## config.mk

```make
export PLATFORM = sky130hd
export DESIGN_NAME = cache_bus_top
export DESIGN_NICKNAME = d
export VERILOG_FILES = /design/src/rtl/cache_bus_pkg.sv /design/src/rtl/xfer_if.sv /design/src/rtl/cache_req_sequencer.sv /design/src/rtl/mem_xfer_engine.sv /design/src/rtl/cache_bus_top.sv
export VERILOG_INCLUDE_DIRS = /design/src /design/src/rtl
export SDC_FILE = /design/constraint.sdc
export NUM_CORES = 1
export LEC_CHECK = 0
export ABC_AREA = 1
export BUFFER_PORTS_ARGS = -buffer_cell sky130_fd_sc_hd__buf_2
export CORE_ASPECT_RATIO = 0.8
export CORE_MARGIN = 2
export CORE_UTILIZATION = 40
export CTS_CLUSTER_SIZE = 30
export DETAILED_ROUTE_END_ITERATION = 8
export PLACE_DENSITY = 0.61
export SYNTH_ARGS = -nofsm -noshare
export SYNTH_HDL_FRONTEND = slang
export SYNTH_SLANG_ARGS = --single-unit
```

## constraint.sdc

```tcl
create_clock -name clk -period 7.8 [get_ports clk]
set_input_delay 1.56 -clock clk [delete_from_list [all_inputs] [get_ports clk]]
set_output_delay 1.56 -clock clk [all_outputs]
set_load 0.005 [all_outputs]
```

## src/rtl/cache_bus_defs.svh

```systemverilog
`ifndef CACHE_BUS_DEFS_SVH
`define CACHE_BUS_DEFS_SVH

// byte address
`define ADDR_W 32

// one memory word per beat on the memory port
`define DATA_W 32

// byte strobes per word
`define STRB_W 4

// beats per cache block
`define WORDS_PER_BLOCK 4

// full cache block
`define BLOCK_W 128

`endif

```

## src/rtl/cache_bus_pkg.sv

```systemverilog
`default_nettype none

package cache_bus_pkg;

    // instruction cache request code held as a level
    typedef enum logic [1:0] {
        IREQ_NONE,
        IREQ_BLOCK,
        IREQ_WORD
    } icache_req_t;

    // data cache request code held as a level
    typedef enum logic [2:0] {
        DREQ_NONE,
        DREQ_LOAD_BLOCK,
        DREQ_LOAD_WORD,
        DREQ_STORE_WORD,
        DREQ_WB_LOAD_BLOCK
    } dcache_req_t;

    // operation handed to the transfer engine
    typedef enum logic [2:0] {
        XFER_NONE,
        XFER_LOAD_BLOCK,
        XFER_LOAD_WORD,
        XFER_STORE_BLOCK,
        XFER_STORE_WORD
    } xfer_op_t;

    typedef enum logic [1:0] {
        RESP_NONE,
        RESP_ICACHE,
        RESP_DCACHE
    } resp_t;

    typedef enum logic [2:0] {
        SEQ_IDLE,
        SEQ_ISSUE,
        SEQ_WAIT_READY,
        SEQ_WAIT_FINISH,
        SEQ_WB_REFILL,
        SEQ_DONE
    } seq_state_t;

    typedef enum logic [1:0] {
        ENG_IDLE,
        ENG_BEAT,
        ENG_DONE
    } eng_state_t;

endpackage

`default_nettype wire

```

## src/rtl/xfer_if.sv

```systemverilog
`timescale 1ns/100ps
`default_nettype none
`include "cache_bus_defs.svh"

interface xfer_if
    import cache_bus_pkg::*;
();

    // one-cycle operation pulse with its address and write data
    xfer_op_t              op;
    logic [`ADDR_W-1:0]    addr;
    logic [`BLOCK_W-1:0]   wblock;
    logic [`DATA_W-1:0]    wword;
    logic [`STRB_W-1:0]    wstrb;

    // engine status and read data
    logic                  ready;
    logic                  finish;
    logic [`BLOCK_W-1:0]   rblock;
    logic [`DATA_W-1:0]    rword;

    modport seq (
        output op, addr, wblock, wword, wstrb,
        input  ready, finish, rblock, rword
    );

    modport eng (
        input  op, addr, wblock, wword, wstrb,
        output ready, finish, rblock, rword
    );

endinterface

`default_nettype wire

```

## src/rtl/cache_req_sequencer.sv

```systemverilog
`timescale 1ns/100ps
`default_nettype none
`include "cache_bus_defs.svh"

module cache_req_sequencer
    import cache_bus_pkg::*;
(
    input  logic                clk,
    input  logic                rstn,

    input  icache_req_t         icache_req,
    input  logic [`ADDR_W-1:0]  icache_addr,

    input  dcache_req_t         dcache_req,
    input  logic [`ADDR_W-1:0]  dcache_addr,
    input  logic [`BLOCK_W-1:0] dcache_wblock,
    input  logic [`DATA_W-1:0]  dcache_wword,
    input  logic [`STRB_W-1:0]  dcache_wstrb,

    output resp_t               response,
    output logic [`BLOCK_W-1:0] rblock_to_cache,
    output logic [`DATA_W-1:0]  rword_to_cache,

    xfer_if.seq                 xfer
);

    seq_state_t state;
    seq_state_t state_nxt;

    // requester that owns the current transaction
    resp_t      owner;
    // set while a write-back still owes its refill
    logic       refill_pending;

    xfer_op_t   pick_op;
    logic       pick_d;
    xfer_op_t   issue_op;

    // data cache wins over the instruction cache
    always_comb begin
        pick_op = XFER_NONE;
        pick_d  = 1'b1;
        case (dcache_req)
            DREQ_LOAD_BLOCK:    pick_op = XFER_LOAD_BLOCK;
            DREQ_LOAD_WORD:     pick_op = XFER_LOAD_WORD;
            DREQ_STORE_WORD:    pick_op = XFER_STORE_WORD;
            // victim goes out first
            DREQ_WB_LOAD_BLOCK: pick_op = XFER_STORE_BLOCK;
            default: begin
                pick_d = 1'b0;
                case (icache_req)
                    IREQ_BLOCK: pick_op = XFER_LOAD_BLOCK;
                    IREQ_WORD:  pick_op = XFER_LOAD_WORD;
                    default:    pick_op = XFER_NONE;
                endcase
            end
        endcase
    end

    assign issue_op = (state == SEQ_WB_REFILL) ? XFER_LOAD_BLOCK : pick_op;

    always_comb begin
        state_nxt = state;
        case (state)
            SEQ_IDLE: begin
                if (pick_op != XFER_NONE) begin
                    state_nxt = SEQ_ISSUE;
                end
            end
            SEQ_ISSUE: begin
                state_nxt = SEQ_WAIT_READY;
            end
            SEQ_WAIT_READY: begin
                if (xfer.ready) begin
                    state_nxt = SEQ_WAIT_FINISH;
                end
            end
            SEQ_WAIT_FINISH: begin
                if (xfer.finish) begin
                    state_nxt = refill_pending ? SEQ_WB_REFILL : SEQ_DONE;
                end
            end
            SEQ_WB_REFILL: begin
                state_nxt = SEQ_ISSUE;
            end
            SEQ_DONE: begin
                state_nxt = SEQ_IDLE;
            end
            default: begin
                state_nxt = SEQ_IDLE;
            end
        endcase
    end

    always_ff @(posedge clk) begin
        if (!rstn) begin
            state          <= SEQ_IDLE;
            xfer.op        <= XFER_NONE;
            response       <= RESP_NONE;
            owner          <= RESP_NONE;
            refill_pending <= 1'b0;
        end else begin
            state    <= state_nxt;
            // op and response both follow the next state
            xfer.op  <= (state_nxt == SEQ_ISSUE) ? issue_op : XFER_NONE;
            response <= (state_nxt == SEQ_DONE) ? owner : RESP_NONE;
            if (state == SEQ_IDLE && pick_op != XFER_NONE) begin
                owner          <= pick_d ? RESP_DCACHE : RESP_ICACHE;
                refill_pending <= (pick_op == XFER_STORE_BLOCK);
            end else if (state == SEQ_WB_REFILL) begin
                refill_pending <= 1'b0;
            end
        end
    end

    // refill reuses the captured address
    always_ff @(posedge clk) begin
        if (state == SEQ_IDLE && pick_op != XFER_NONE) begin
            xfer.addr   <= pick_d ? dcache_addr : icache_addr;
            xfer.wblock <= dcache_wblock;
            xfer.wword  <= dcache_wword;
            xfer.wstrb  <= dcache_wstrb;
        end
    end

    // engine holds its read data past finish
    assign rblock_to_cache = xfer.rblock;
    assign rword_to_cache  = xfer.rword;

endmodule

`default_nettype wire

```

## src/rtl/mem_xfer_engine.sv

```systemverilog
`timescale 1ns/100ps
`default_nettype none
`include "cache_bus_defs.svh"

module mem_xfer_engine
    import cache_bus_pkg::*;
(
    input  logic                clk,
    input  logic                rstn,

    xfer_if.eng                 xfer,

    output logic                mem_valid,
    output logic                mem_we,
    output logic [`ADDR_W-1:0]  mem_addr,
    output logic [`DATA_W-1:0]  mem_wdata,
    output logic [`STRB_W-1:0]  mem_wstrb,
    input  logic                mem_ready,
    input  logic [`DATA_W-1:0]  mem_rdata
);

    localparam int BEAT_W  = $clog2(`WORDS_PER_BLOCK);
    localparam int WORD_OFF = $clog2(`STRB_W);
    localparam int BLK_OFF = $clog2(`WORDS_PER_BLOCK * `STRB_W);

    eng_state_t          state;
    xfer_op_t            cur_op;
    logic [BEAT_W-1:0]   beat;
    logic [BEAT_W-1:0]   beat_nxt;
    logic [`BLOCK_W-1:0] wblock_q;

    logic                is_word;
    logic                last_beat;
    logic                op_block;
    logic                op_store;
    logic [`ADDR_W-1:0]  word_addr;
    logic [`ADDR_W-1:0]  blk_addr;

    assign op_block = (xfer.op == XFER_LOAD_BLOCK) || (xfer.op == XFER_STORE_BLOCK);
    assign op_store = (xfer.op == XFER_STORE_BLOCK) || (xfer.op == XFER_STORE_WORD);

    assign word_addr = {xfer.addr[`ADDR_W-1:WORD_OFF], {WORD_OFF{1'b0}}};
    assign blk_addr  = {xfer.addr[`ADDR_W-1:BLK_OFF], {BLK_OFF{1'b0}}};

    assign is_word   = (cur_op == XFER_LOAD_WORD) || (cur_op == XFER_STORE_WORD);
    assign last_beat = is_word || (beat == BEAT_W'(`WORDS_PER_BLOCK - 1));
    assign beat_nxt  = beat + 1'b1;

    // finish is high for the single done cycle
    assign xfer.finish = (state == ENG_DONE);

    always_ff @(posedge clk) begin
        if (!rstn) begin
            state      <= ENG_IDLE;
            cur_op     <= XFER_NONE;
            beat       <= '0;
            mem_valid  <= 1'b0;
            xfer.ready <= 1'b0;
        end else begin
            xfer.ready <= 1'b0;
            case (state)
                ENG_IDLE: begin
                    if (xfer.op != XFER_NONE) begin
                        cur_op     <= xfer.op;
                        beat       <= '0;
                        mem_valid  <= 1'b1;
                        xfer.ready <= 1'b1;
                        state      <= ENG_BEAT;
                    end
                end
                ENG_BEAT: begin
                    if (mem_ready) begin
                        if (last_beat) begin
                            mem_valid <= 1'b0;
                            state     <= ENG_DONE;
                        end else begin
                            beat <= beat_nxt;
                        end
                    end
                end
                ENG_DONE: begin
                    state <= ENG_IDLE;
                end
                default: begin
                    state <= ENG_IDLE;
                end
            endcase
        end
    end

    // beat payload and gathered read data
    always_ff @(posedge clk) begin
        case (state)
            ENG_IDLE: begin
                if (xfer.op != XFER_NONE) begin
                    mem_we    <= op_store;
                    mem_addr  <= op_block ? blk_addr : word_addr;
                    mem_wdata <= op_block ? xfer.wblock[`DATA_W-1:0] : xfer.wword;
                    // block stores write whole words
                    mem_wstrb <= op_block ? {`STRB_W{1'b1}} : xfer.wstrb;
                    wblock_q  <= xfer.wblock;
                end
            end
            ENG_BEAT: begin
                if (mem_ready) begin
                    if (!mem_we) begin
                        if (is_word) begin
                            xfer.rword <= mem_rdata;
                        end else begin
                            xfer.rblock[beat*`DATA_W +: `DATA_W] <= mem_rdata;
                        end
                    end
                    if (!last_beat) begin
                        mem_addr  <= mem_addr + `ADDR_W'(`STRB_W);
                        mem_wdata <= wblock_q[beat_nxt*`DATA_W +: `DATA_W];
                    end
                end
            end
            default: begin
            end
        endcase
    end

endmodule

`default_nettype wire

```

## src/rtl/cache_bus_top.sv

```systemverilog
`timescale 1ns/100ps
`default_nettype none
`include "cache_bus_defs.svh"

module cache_bus_top
    import cache_bus_pkg::*;
(
    input  logic                clk,
    input  logic                rstn,

    // instruction cache
    input  icache_req_t         icache_req,
    input  logic [`ADDR_W-1:0]  icache_addr,

    // data cache
    input  dcache_req_t         dcache_req,
    input  logic [`ADDR_W-1:0]  dcache_addr,
    input  logic [`BLOCK_W-1:0] dcache_wblock,
    input  logic [`DATA_W-1:0]  dcache_wword,
    input  logic [`STRB_W-1:0]  dcache_wstrb,

    // shared response to both caches
    output resp_t               response,
    output logic [`BLOCK_W-1:0] rblock_to_cache,
    output logic [`DATA_W-1:0]  rword_to_cache,

    // memory port
    output logic                mem_valid,
    output logic                mem_we,
    output logic [`ADDR_W-1:0]  mem_addr,
    output logic [`DATA_W-1:0]  mem_wdata,
    output logic [`STRB_W-1:0]  mem_wstrb,
    input  logic                mem_ready,
    input  logic [`DATA_W-1:0]  mem_rdata
);

    xfer_if xfer_bus ();

    cache_req_sequencer u_seq (
        .clk             (clk),
        .rstn            (rstn),
        .icache_req      (icache_req),
        .icache_addr     (icache_addr),
        .dcache_req      (dcache_req),
        .dcache_addr     (dcache_addr),
        .dcache_wblock   (dcache_wblock),
        .dcache_wword    (dcache_wword),
        .dcache_wstrb    (dcache_wstrb),
        .response        (response),
        .rblock_to_cache (rblock_to_cache),
        .rword_to_cache  (rword_to_cache),
        .xfer            (xfer_bus.seq)
    );

    mem_xfer_engine u_eng (
        .clk       (clk),
        .rstn      (rstn),
        .xfer      (xfer_bus.eng),
        .mem_valid (mem_valid),
        .mem_we    (mem_we),
        .mem_addr  (mem_addr),
        .mem_wdata (mem_wdata),
        .mem_wstrb (mem_wstrb),
        .mem_ready (mem_ready),
        .mem_rdata (mem_rdata)
    );

endmodule

`default_nettype wire

```

# [Word-level counts from Yosys, hierarchy flattened]
# Index checks and enable logic that the tools add are counted.
[word_totals] output_inout_bits=232 register_bits=573 inputBits=268 wordCells=116
[op_classes] n_eq_ne=25 n_reduce_logical=22 mux=37 bitwise=4 n_shift=3 n_addsub=3
[op_table] operator="$mux 32" n=8
[op_table] operator="$bwmux 128" n=1
[op_table] operator="$pmux 32 s2" n=2
[op_table] operator="$shift 32x34->128 const A" n=1
[op_table] operator="$shiftx 128x8->32" n=1
[op_table] operator="$shiftx 32x34->128" n=1
[op_table] operator="$neg 7->34" n=1
[op_table] operator="$add 32x3->32 const B" n=1
[op_table] operator="$eq 3x2->1 const B" n=7
[op_table] operator="$reduce_and 4->1" n=4
[op_table] operator="$eq 3x3->1 const B" n=5
[op_table] operator="$pmux 3 s5" n=1
[op_table] operator="$mux 2" n=7
[op_table] operator="$eq 3x1->1 const B" n=4
[op_table] operator="$pmux 2 s2" n=3
[op_table] operator="$pmux 3 s4" n=1
[op_table] operator="$mux 1" n=9
[op_table] operator="$mux 3" n=3
[op_table] operator="$reduce_and 2->1" n=4
[op_table] operator="$eq 2x2->1 const B" n=3
[op_table] operator="$reduce_bool 3->1" n=2
[op_table] operator="$eq 2x1->1 const B" n=2
[op_table] operator="$logic_or 1x1->1" n=4
[op_table] operator="$mux 4" n=1
[op_table] operator="other kinds (12)" n=18

# [Longest topological paths before layout]
[depth] word_depth=9 ltp_mapped=10 depth_no_buf=10

# [Cells and area by module]
# A second synthesis with hierarchy kept.
[unflattened] hier_cells=1716 area_unflattened_um2=22856.9
[by_module_without_submodules] module="mem_xfer_engine" seq_area_each_um2=10840.4 instances=1 area_each_um2=14854.2 cells_per_inst=1252
[by_module_without_submodules] module="cache_req_sequencer" seq_area_each_um2=6105.9 instances=1 area_each_um2=8002.7 cells_per_inst=464

# [Worst setup path after synthesis]
# No wires, ideal clock.
[synth_path] kind="input -> register" start="in dcache_req[0]" end="reg u_seq.xfer.op[1]" setup_ns=0.086 path_stages=9 n_path_buf=0 path_slack_ns=1.305 arrival_time_ns=6.409 t_required_ns=7.714 cell_sequence="inv_1 > nand3_1 > nand3_1 > nor2_1 > nand3_1 > nand2_1 > inv_1 > nand3_1 > nor2_1"
[synth_via] elab_chain_len=8 word_cells_on_any_way=11 cone_classes="5 x eq/ne; 3 x mux; 1 x bitwise; 2 x reduce/logical"
[synth_rtl] item="start, declared" line_no="cache_bus_top.sv:16" text="input dcache_req_t dcache_req,"
[synth_rtl] item="$eq 3x3->1 (tied with other cells)" line_no="cache_req_sequencer.sv:43" text="case (dcache_req)"
[synth_rtl] item="$pmux 3 s4 *" line_no="cache_req_sequencer.sv:43"
[synth_rtl] item="$reduce_bool 3->1" line_no="cache_req_sequencer.sv:66" text="if (pick_op != XFER_NONE) begin"
[synth_rtl] item="$mux 3" line_no="cache_req_sequencer.sv:66"
[synth_rtl] item="$pmux 3 s5" line_no="cache_req_sequencer.sv:64" text="case (state)"
[synth_rtl] item="$eq 3x1->1" line_no="cache_req_sequencer.sv:105" text="xfer.op <= (state_nxt == SEQ_ISSUE) ? issue_op : XFER_NONE;"
[synth_rtl] item="$not 1->1 (no line)"
[synth_rtl] item="$reduce_or 3->1 (no line)"
[synth_rtl] item="end signal, assigned" line_no="cache_req_sequencer.sv:105"
[synth_rtl] item="end, declared" line_no="xfer_if.sv:23" text="output op, addr, wblock, wword, wstrb,"
# Every way passes the cells marked *; elsewhere a longest branch is shown, timed or not.
# A chain may end at the register's enable or synchronous reset.

# [Worst setup path after layout]
[layout_path] start="in dcache_req[0]" end="reg u_seq.xfer.wblock[8] (enable)"
[layout_via] elab_chain_len=4 word_cells_on_any_way=7 cone_classes="4 x eq/ne; 1 x mux; 2 x reduce/logical"
[layout_rtl] item="$eq 3x3->1 (tied with other cells)" line_no="cache_req_sequencer.sv:43"
[layout_rtl] item="$pmux 3 s4 *" line_no="cache_req_sequencer.sv:43"
[layout_rtl] item="$reduce_bool 3->1 *" line_no="cache_req_sequencer.sv:118" text="if (state == SEQ_IDLE && pick_op != XFER_NONE) begin"
[layout_rtl] item="$logic_and 1x1->1 *" line_no="cache_req_sequencer.sv:118"
[layout_rtl] item="end signal, assigned" line_no="cache_req_sequencer.sv:120" text="xfer.wblock <= dcache_wblock;"
[layout_rtl] item="end, declared" line_no="xfer_if.sv:23"
# Marks and branches as above.

==> metrics <==
Port Buffers=roughly 490; core area=approximately 52000 um2; num ports=500; dpl ws=~3700 ps; fmax=~0.29 GHz; slowest CP cell=buf_4; chip height=210 um; Wirelength per Cell=approximately 19 um; DRC errors left=0; area grow syn2layout=24.9%; number of global-route vias before repair=12900; Synth async-reset ratio=0%; Yosys reg bits=around 570; final WL=approximately 53000 um; cts bufs inserted=54; relative slew slack=roughly a fifth; layout net count=2252; Clock Sinks=569; RSZ-0062 raised after global routing=false; clock tree buffer depth=3; fin crit share=between 40% and 50%; Final ANT Viol Nets=0; Setup CP Type=input pin to flip-flop; most frequent CP cell=nand3_1; Post-CTS Hold Buffers=0; clock slew at reported path FFs=about 60 ps; storage element area=16900 um2; Worst Setup End Kind=flip-flop; Mapped Avg Cell Area=14.5 um2; Critical path origin=dcache_req[0]; initial antenna violation count=18; worst path arrival time=~3700 ps; fin. max-slew vios=0; Via Count=between 10000 and 15000; via/cell ratio=~5; worst stage delay on the critical path=just under 800 ps; RR Startpoint=u_eng.beat[0]; post-synthesis sequential area ratio=about four fifths; postcts setup bufs=0; reg2reg setup slack=around 4700 ps; Synthesis Warnings=0; # setup viols final=0; Register-to-Register Path Depth=7; Clock Skew=around 23 ps; total gr overflow=0; WP depth=9; met2 usage=between 30% and 40%; total of max-cap violations=0; Worst-Margin Slew=approximately 1200 ps; Main synth FF type=edfxtp_1; setup TNS=0 ps; first-pass GRT wire length=77200 um; GRT busiest layer=met2; Distinct cells, synth=36; RR Endpoint=u_eng.xfer.rblock[64]; crit path cell chain=buf_2, inv_1, nand3_1, nand3_1, nor2_1, nand3_1, nand2_1, inv_8, buf_4; CTS tree=done; EDFF count, synth=between 500 and 600; LEAKAGE=between 0.01 and 0.015 uW; CP top delay family=buffers and inverters; VDD IR max=between 150 and 200 uV; post-synthesis cell count=between 1000 and 1500; fin worst setup slack=about 4300 ps; CP Launch Type=input pin; post-cts sizing count=0; Row Count=75; starting DRC count in detailed routing=between 1000 and 1500; RePlAce Congestion=about 0.89; share of cells above drive strength 1=roughly a third; status=finished clean; WHS Path Cells=0; met1 usage=around 24%; GRT Util Overall=18.8%; pwr dens=roughly 290 nW/um2; largest net degree at the start of global routing=77; worst path bufs/invs=4; Post-Syn Area=approximately 21000 um2; post-DP HPWL=around 35000 um; clk_lat worst skew=about 600 ps; die area=54900 um2; Initial DRT Pass Iterations=5; Hold Vio Cnt, Final=0; post-layout minimum cycle time=about 3500 ps; Crit path required time=~8000 ps; # H-tree levels=2; Setup crit end=u_seq.xfer.wblock[8]; fillers=4483; M3 GR Usage=between 5 and 6%; crit-path max FO=between 70 and 80; die width=262 um; footprint of the multi-input gates=between 3000 and 4000 um2; Clock Root Buffer=clkbuf_16; hold crit path type=flip-flop to flip-flop; Initial Utilization=40.5%
layer usage:
layer / routed length, um / up-vias / part of all wire [%]
met5: 155 / - / 0.29
met4: 952 / 24 / 1.8
met3: 3970 / 87 / 7.5
met2: 25600 / 501 / 49
met1: 22000 / 6436 / 42
li1: - / 6199 / -
placed cells by master, fill, tap and decap left out, types with 10 or more instances in the layout:
| master | instances |
|---|---|
| nand4_1 | 29 |
| a21oi_1 | 11 |
| buf_4 | 15 |
| nor3_1 | 10 |
| buf_2 | 493 |
| clkbuf_16 | 56 |
| o21ai_1 | 16 |
| o21ai_0 | 30 |
| edfxtp_1 | 549 |
| nand2_1 | 313 |
| inv_1 | 88 |
| nor2_1 | 175 |
| dfxtp_1 | 20 |
| clkinv_1 | 11 |
| nand3_1 | 29 |
| bufinv_16 | 14 |
| a22oi_1 | 18 |
| mux2_2 | 28 |
| mux2i_1 | 32 |
worst min path at each step:
stage | start | to
2_1_floorplan | u_seq.xfer.wblock[100] | u_eng.wblock_q[100]
3_3_place_gp | u_seq.xfer.wblock[63] | u_eng.wblock_q[63]
3_5_place_dp | u_seq.xfer.wblock[102] | u_eng.wblock_q[102]
4_1_cts | u_seq.xfer.wblock[40] | u_eng.wblock_q[40]
5_1_grt | u_seq.xfer.wblock[50] | u_eng.wblock_q[50]
6_report | u_seq.xfer.wblock[86] | u_eng.wblock_q[86]
cell type report:
| cell class | count | area share, % |
|---|---|---|
| Clock inverter | 36 | 2.10 |
| Multi-Input combinational cell | 752 | 14.4 |
| Inverter | 92 | 1.35 |
| Clock buffer | 65 | 5.41 |
| Sequential cell | 569 | 63.7 |
| Antenna cell | 6 | 0.0566 |
| Tap cell | 693 | 3.27 |
| Timing Repair Buffer | 508 | 9.73 |
cells by family (layout without fill, tap and decap cells):
kind of cell	after synthesis	in the layout	synth area share [%]
buffers and inverters	142	701	2.77
adder cells (fa/ha/maj)	7	7	0.413
multiplexers	62	62	3.10
AND/OR/NAND/NOR	581	581	11.2
AO/OA/AOI/OAI	84	84	2.28
other	1	8	0.0177
XOR/XNOR	16	16	0.660
flip-flops	569	569	79.6
synth_stat cells, types with 4 or more instances:
master | count | share of area (%)
ha_1 | 7 | 0.41
o21ai_1 | 16 | 0.38
xnor2_1 | 9 | 0.37
a31oi_1 | 5 | 0.15
inv_1 | 90 | 1.6
nand3b_1 | 6 | 0.21
nand3_1 | 29 | 0.68
nor2_1 | 180 | 3.2
nor2_2 | 4 | 0.12
mux2i_1 | 32 | 1.5
mux2_2 | 28 | 1.5
nand2_1 | 314 | 5.6
nand4_1 | 29 | 0.85
nor3_1 | 11 | 0.26
edfxtp_1 | 549 | 78
clkbuf_1 | 22 | 0.39
a22oi_1 | 18 | 0.64
buf_2 | 23 | 0.54
xor2_1 | 7 | 0.29
a21oi_1 | 11 | 0.26
o21ai_0 | 30 | 0.71
dfxtp_1 | 20 | 1.9
through the flow:
step | instances | cell area, um2 | hold WS [ps] | utilization, % | total power (uW)
after global routing | 2717 | 26500 | 420 | 50.5 | 7910
after detailed placement | 2614 | 24500 | 405 | 46.7 | 4780
after floorplan | 1463 | 21200 | 400 | - | 4420
after global placement | 2614 | 24500 | 402 | 46.7 | 4760
final | 2721 | 26500 | 416 | 50.5 | 7610
after CTS | 2715 | 26500 | 416 | 50.5 | 7690
state kept, by name, summed over array words and instances, names as in the netlist:
register	count
u_eng.mem_addr	30
u_seq.response	2
u_eng.xfer.rword	32
u_seq.state	3
u_seq.xfer.wword	32
u_eng.xfer.ready	1
u_eng.wblock_q	128
u_eng.beat	2
u_seq.refill_pending	1
u_eng.mem_wstrb	4
u_seq.owner	2
u_seq.xfer.wblock	128
u_seq.xfer.op	3
u_eng.xfer.rblock	128
u_eng.mem_valid	1
u_eng.cur_op	3
u_seq.xfer.wstrb	4
u_seq.xfer.addr	30
u_eng.mem_we	1
u_eng.mem_wdata	32
u_eng.state	2
report_power, final:
part / internal (uW) / switching, uW
sequential: 3790 / 128
clock: 1780 / 1140
combinational: 244 / 533
total: 5820 / 1800
Power figures use the tool's default switching activity.
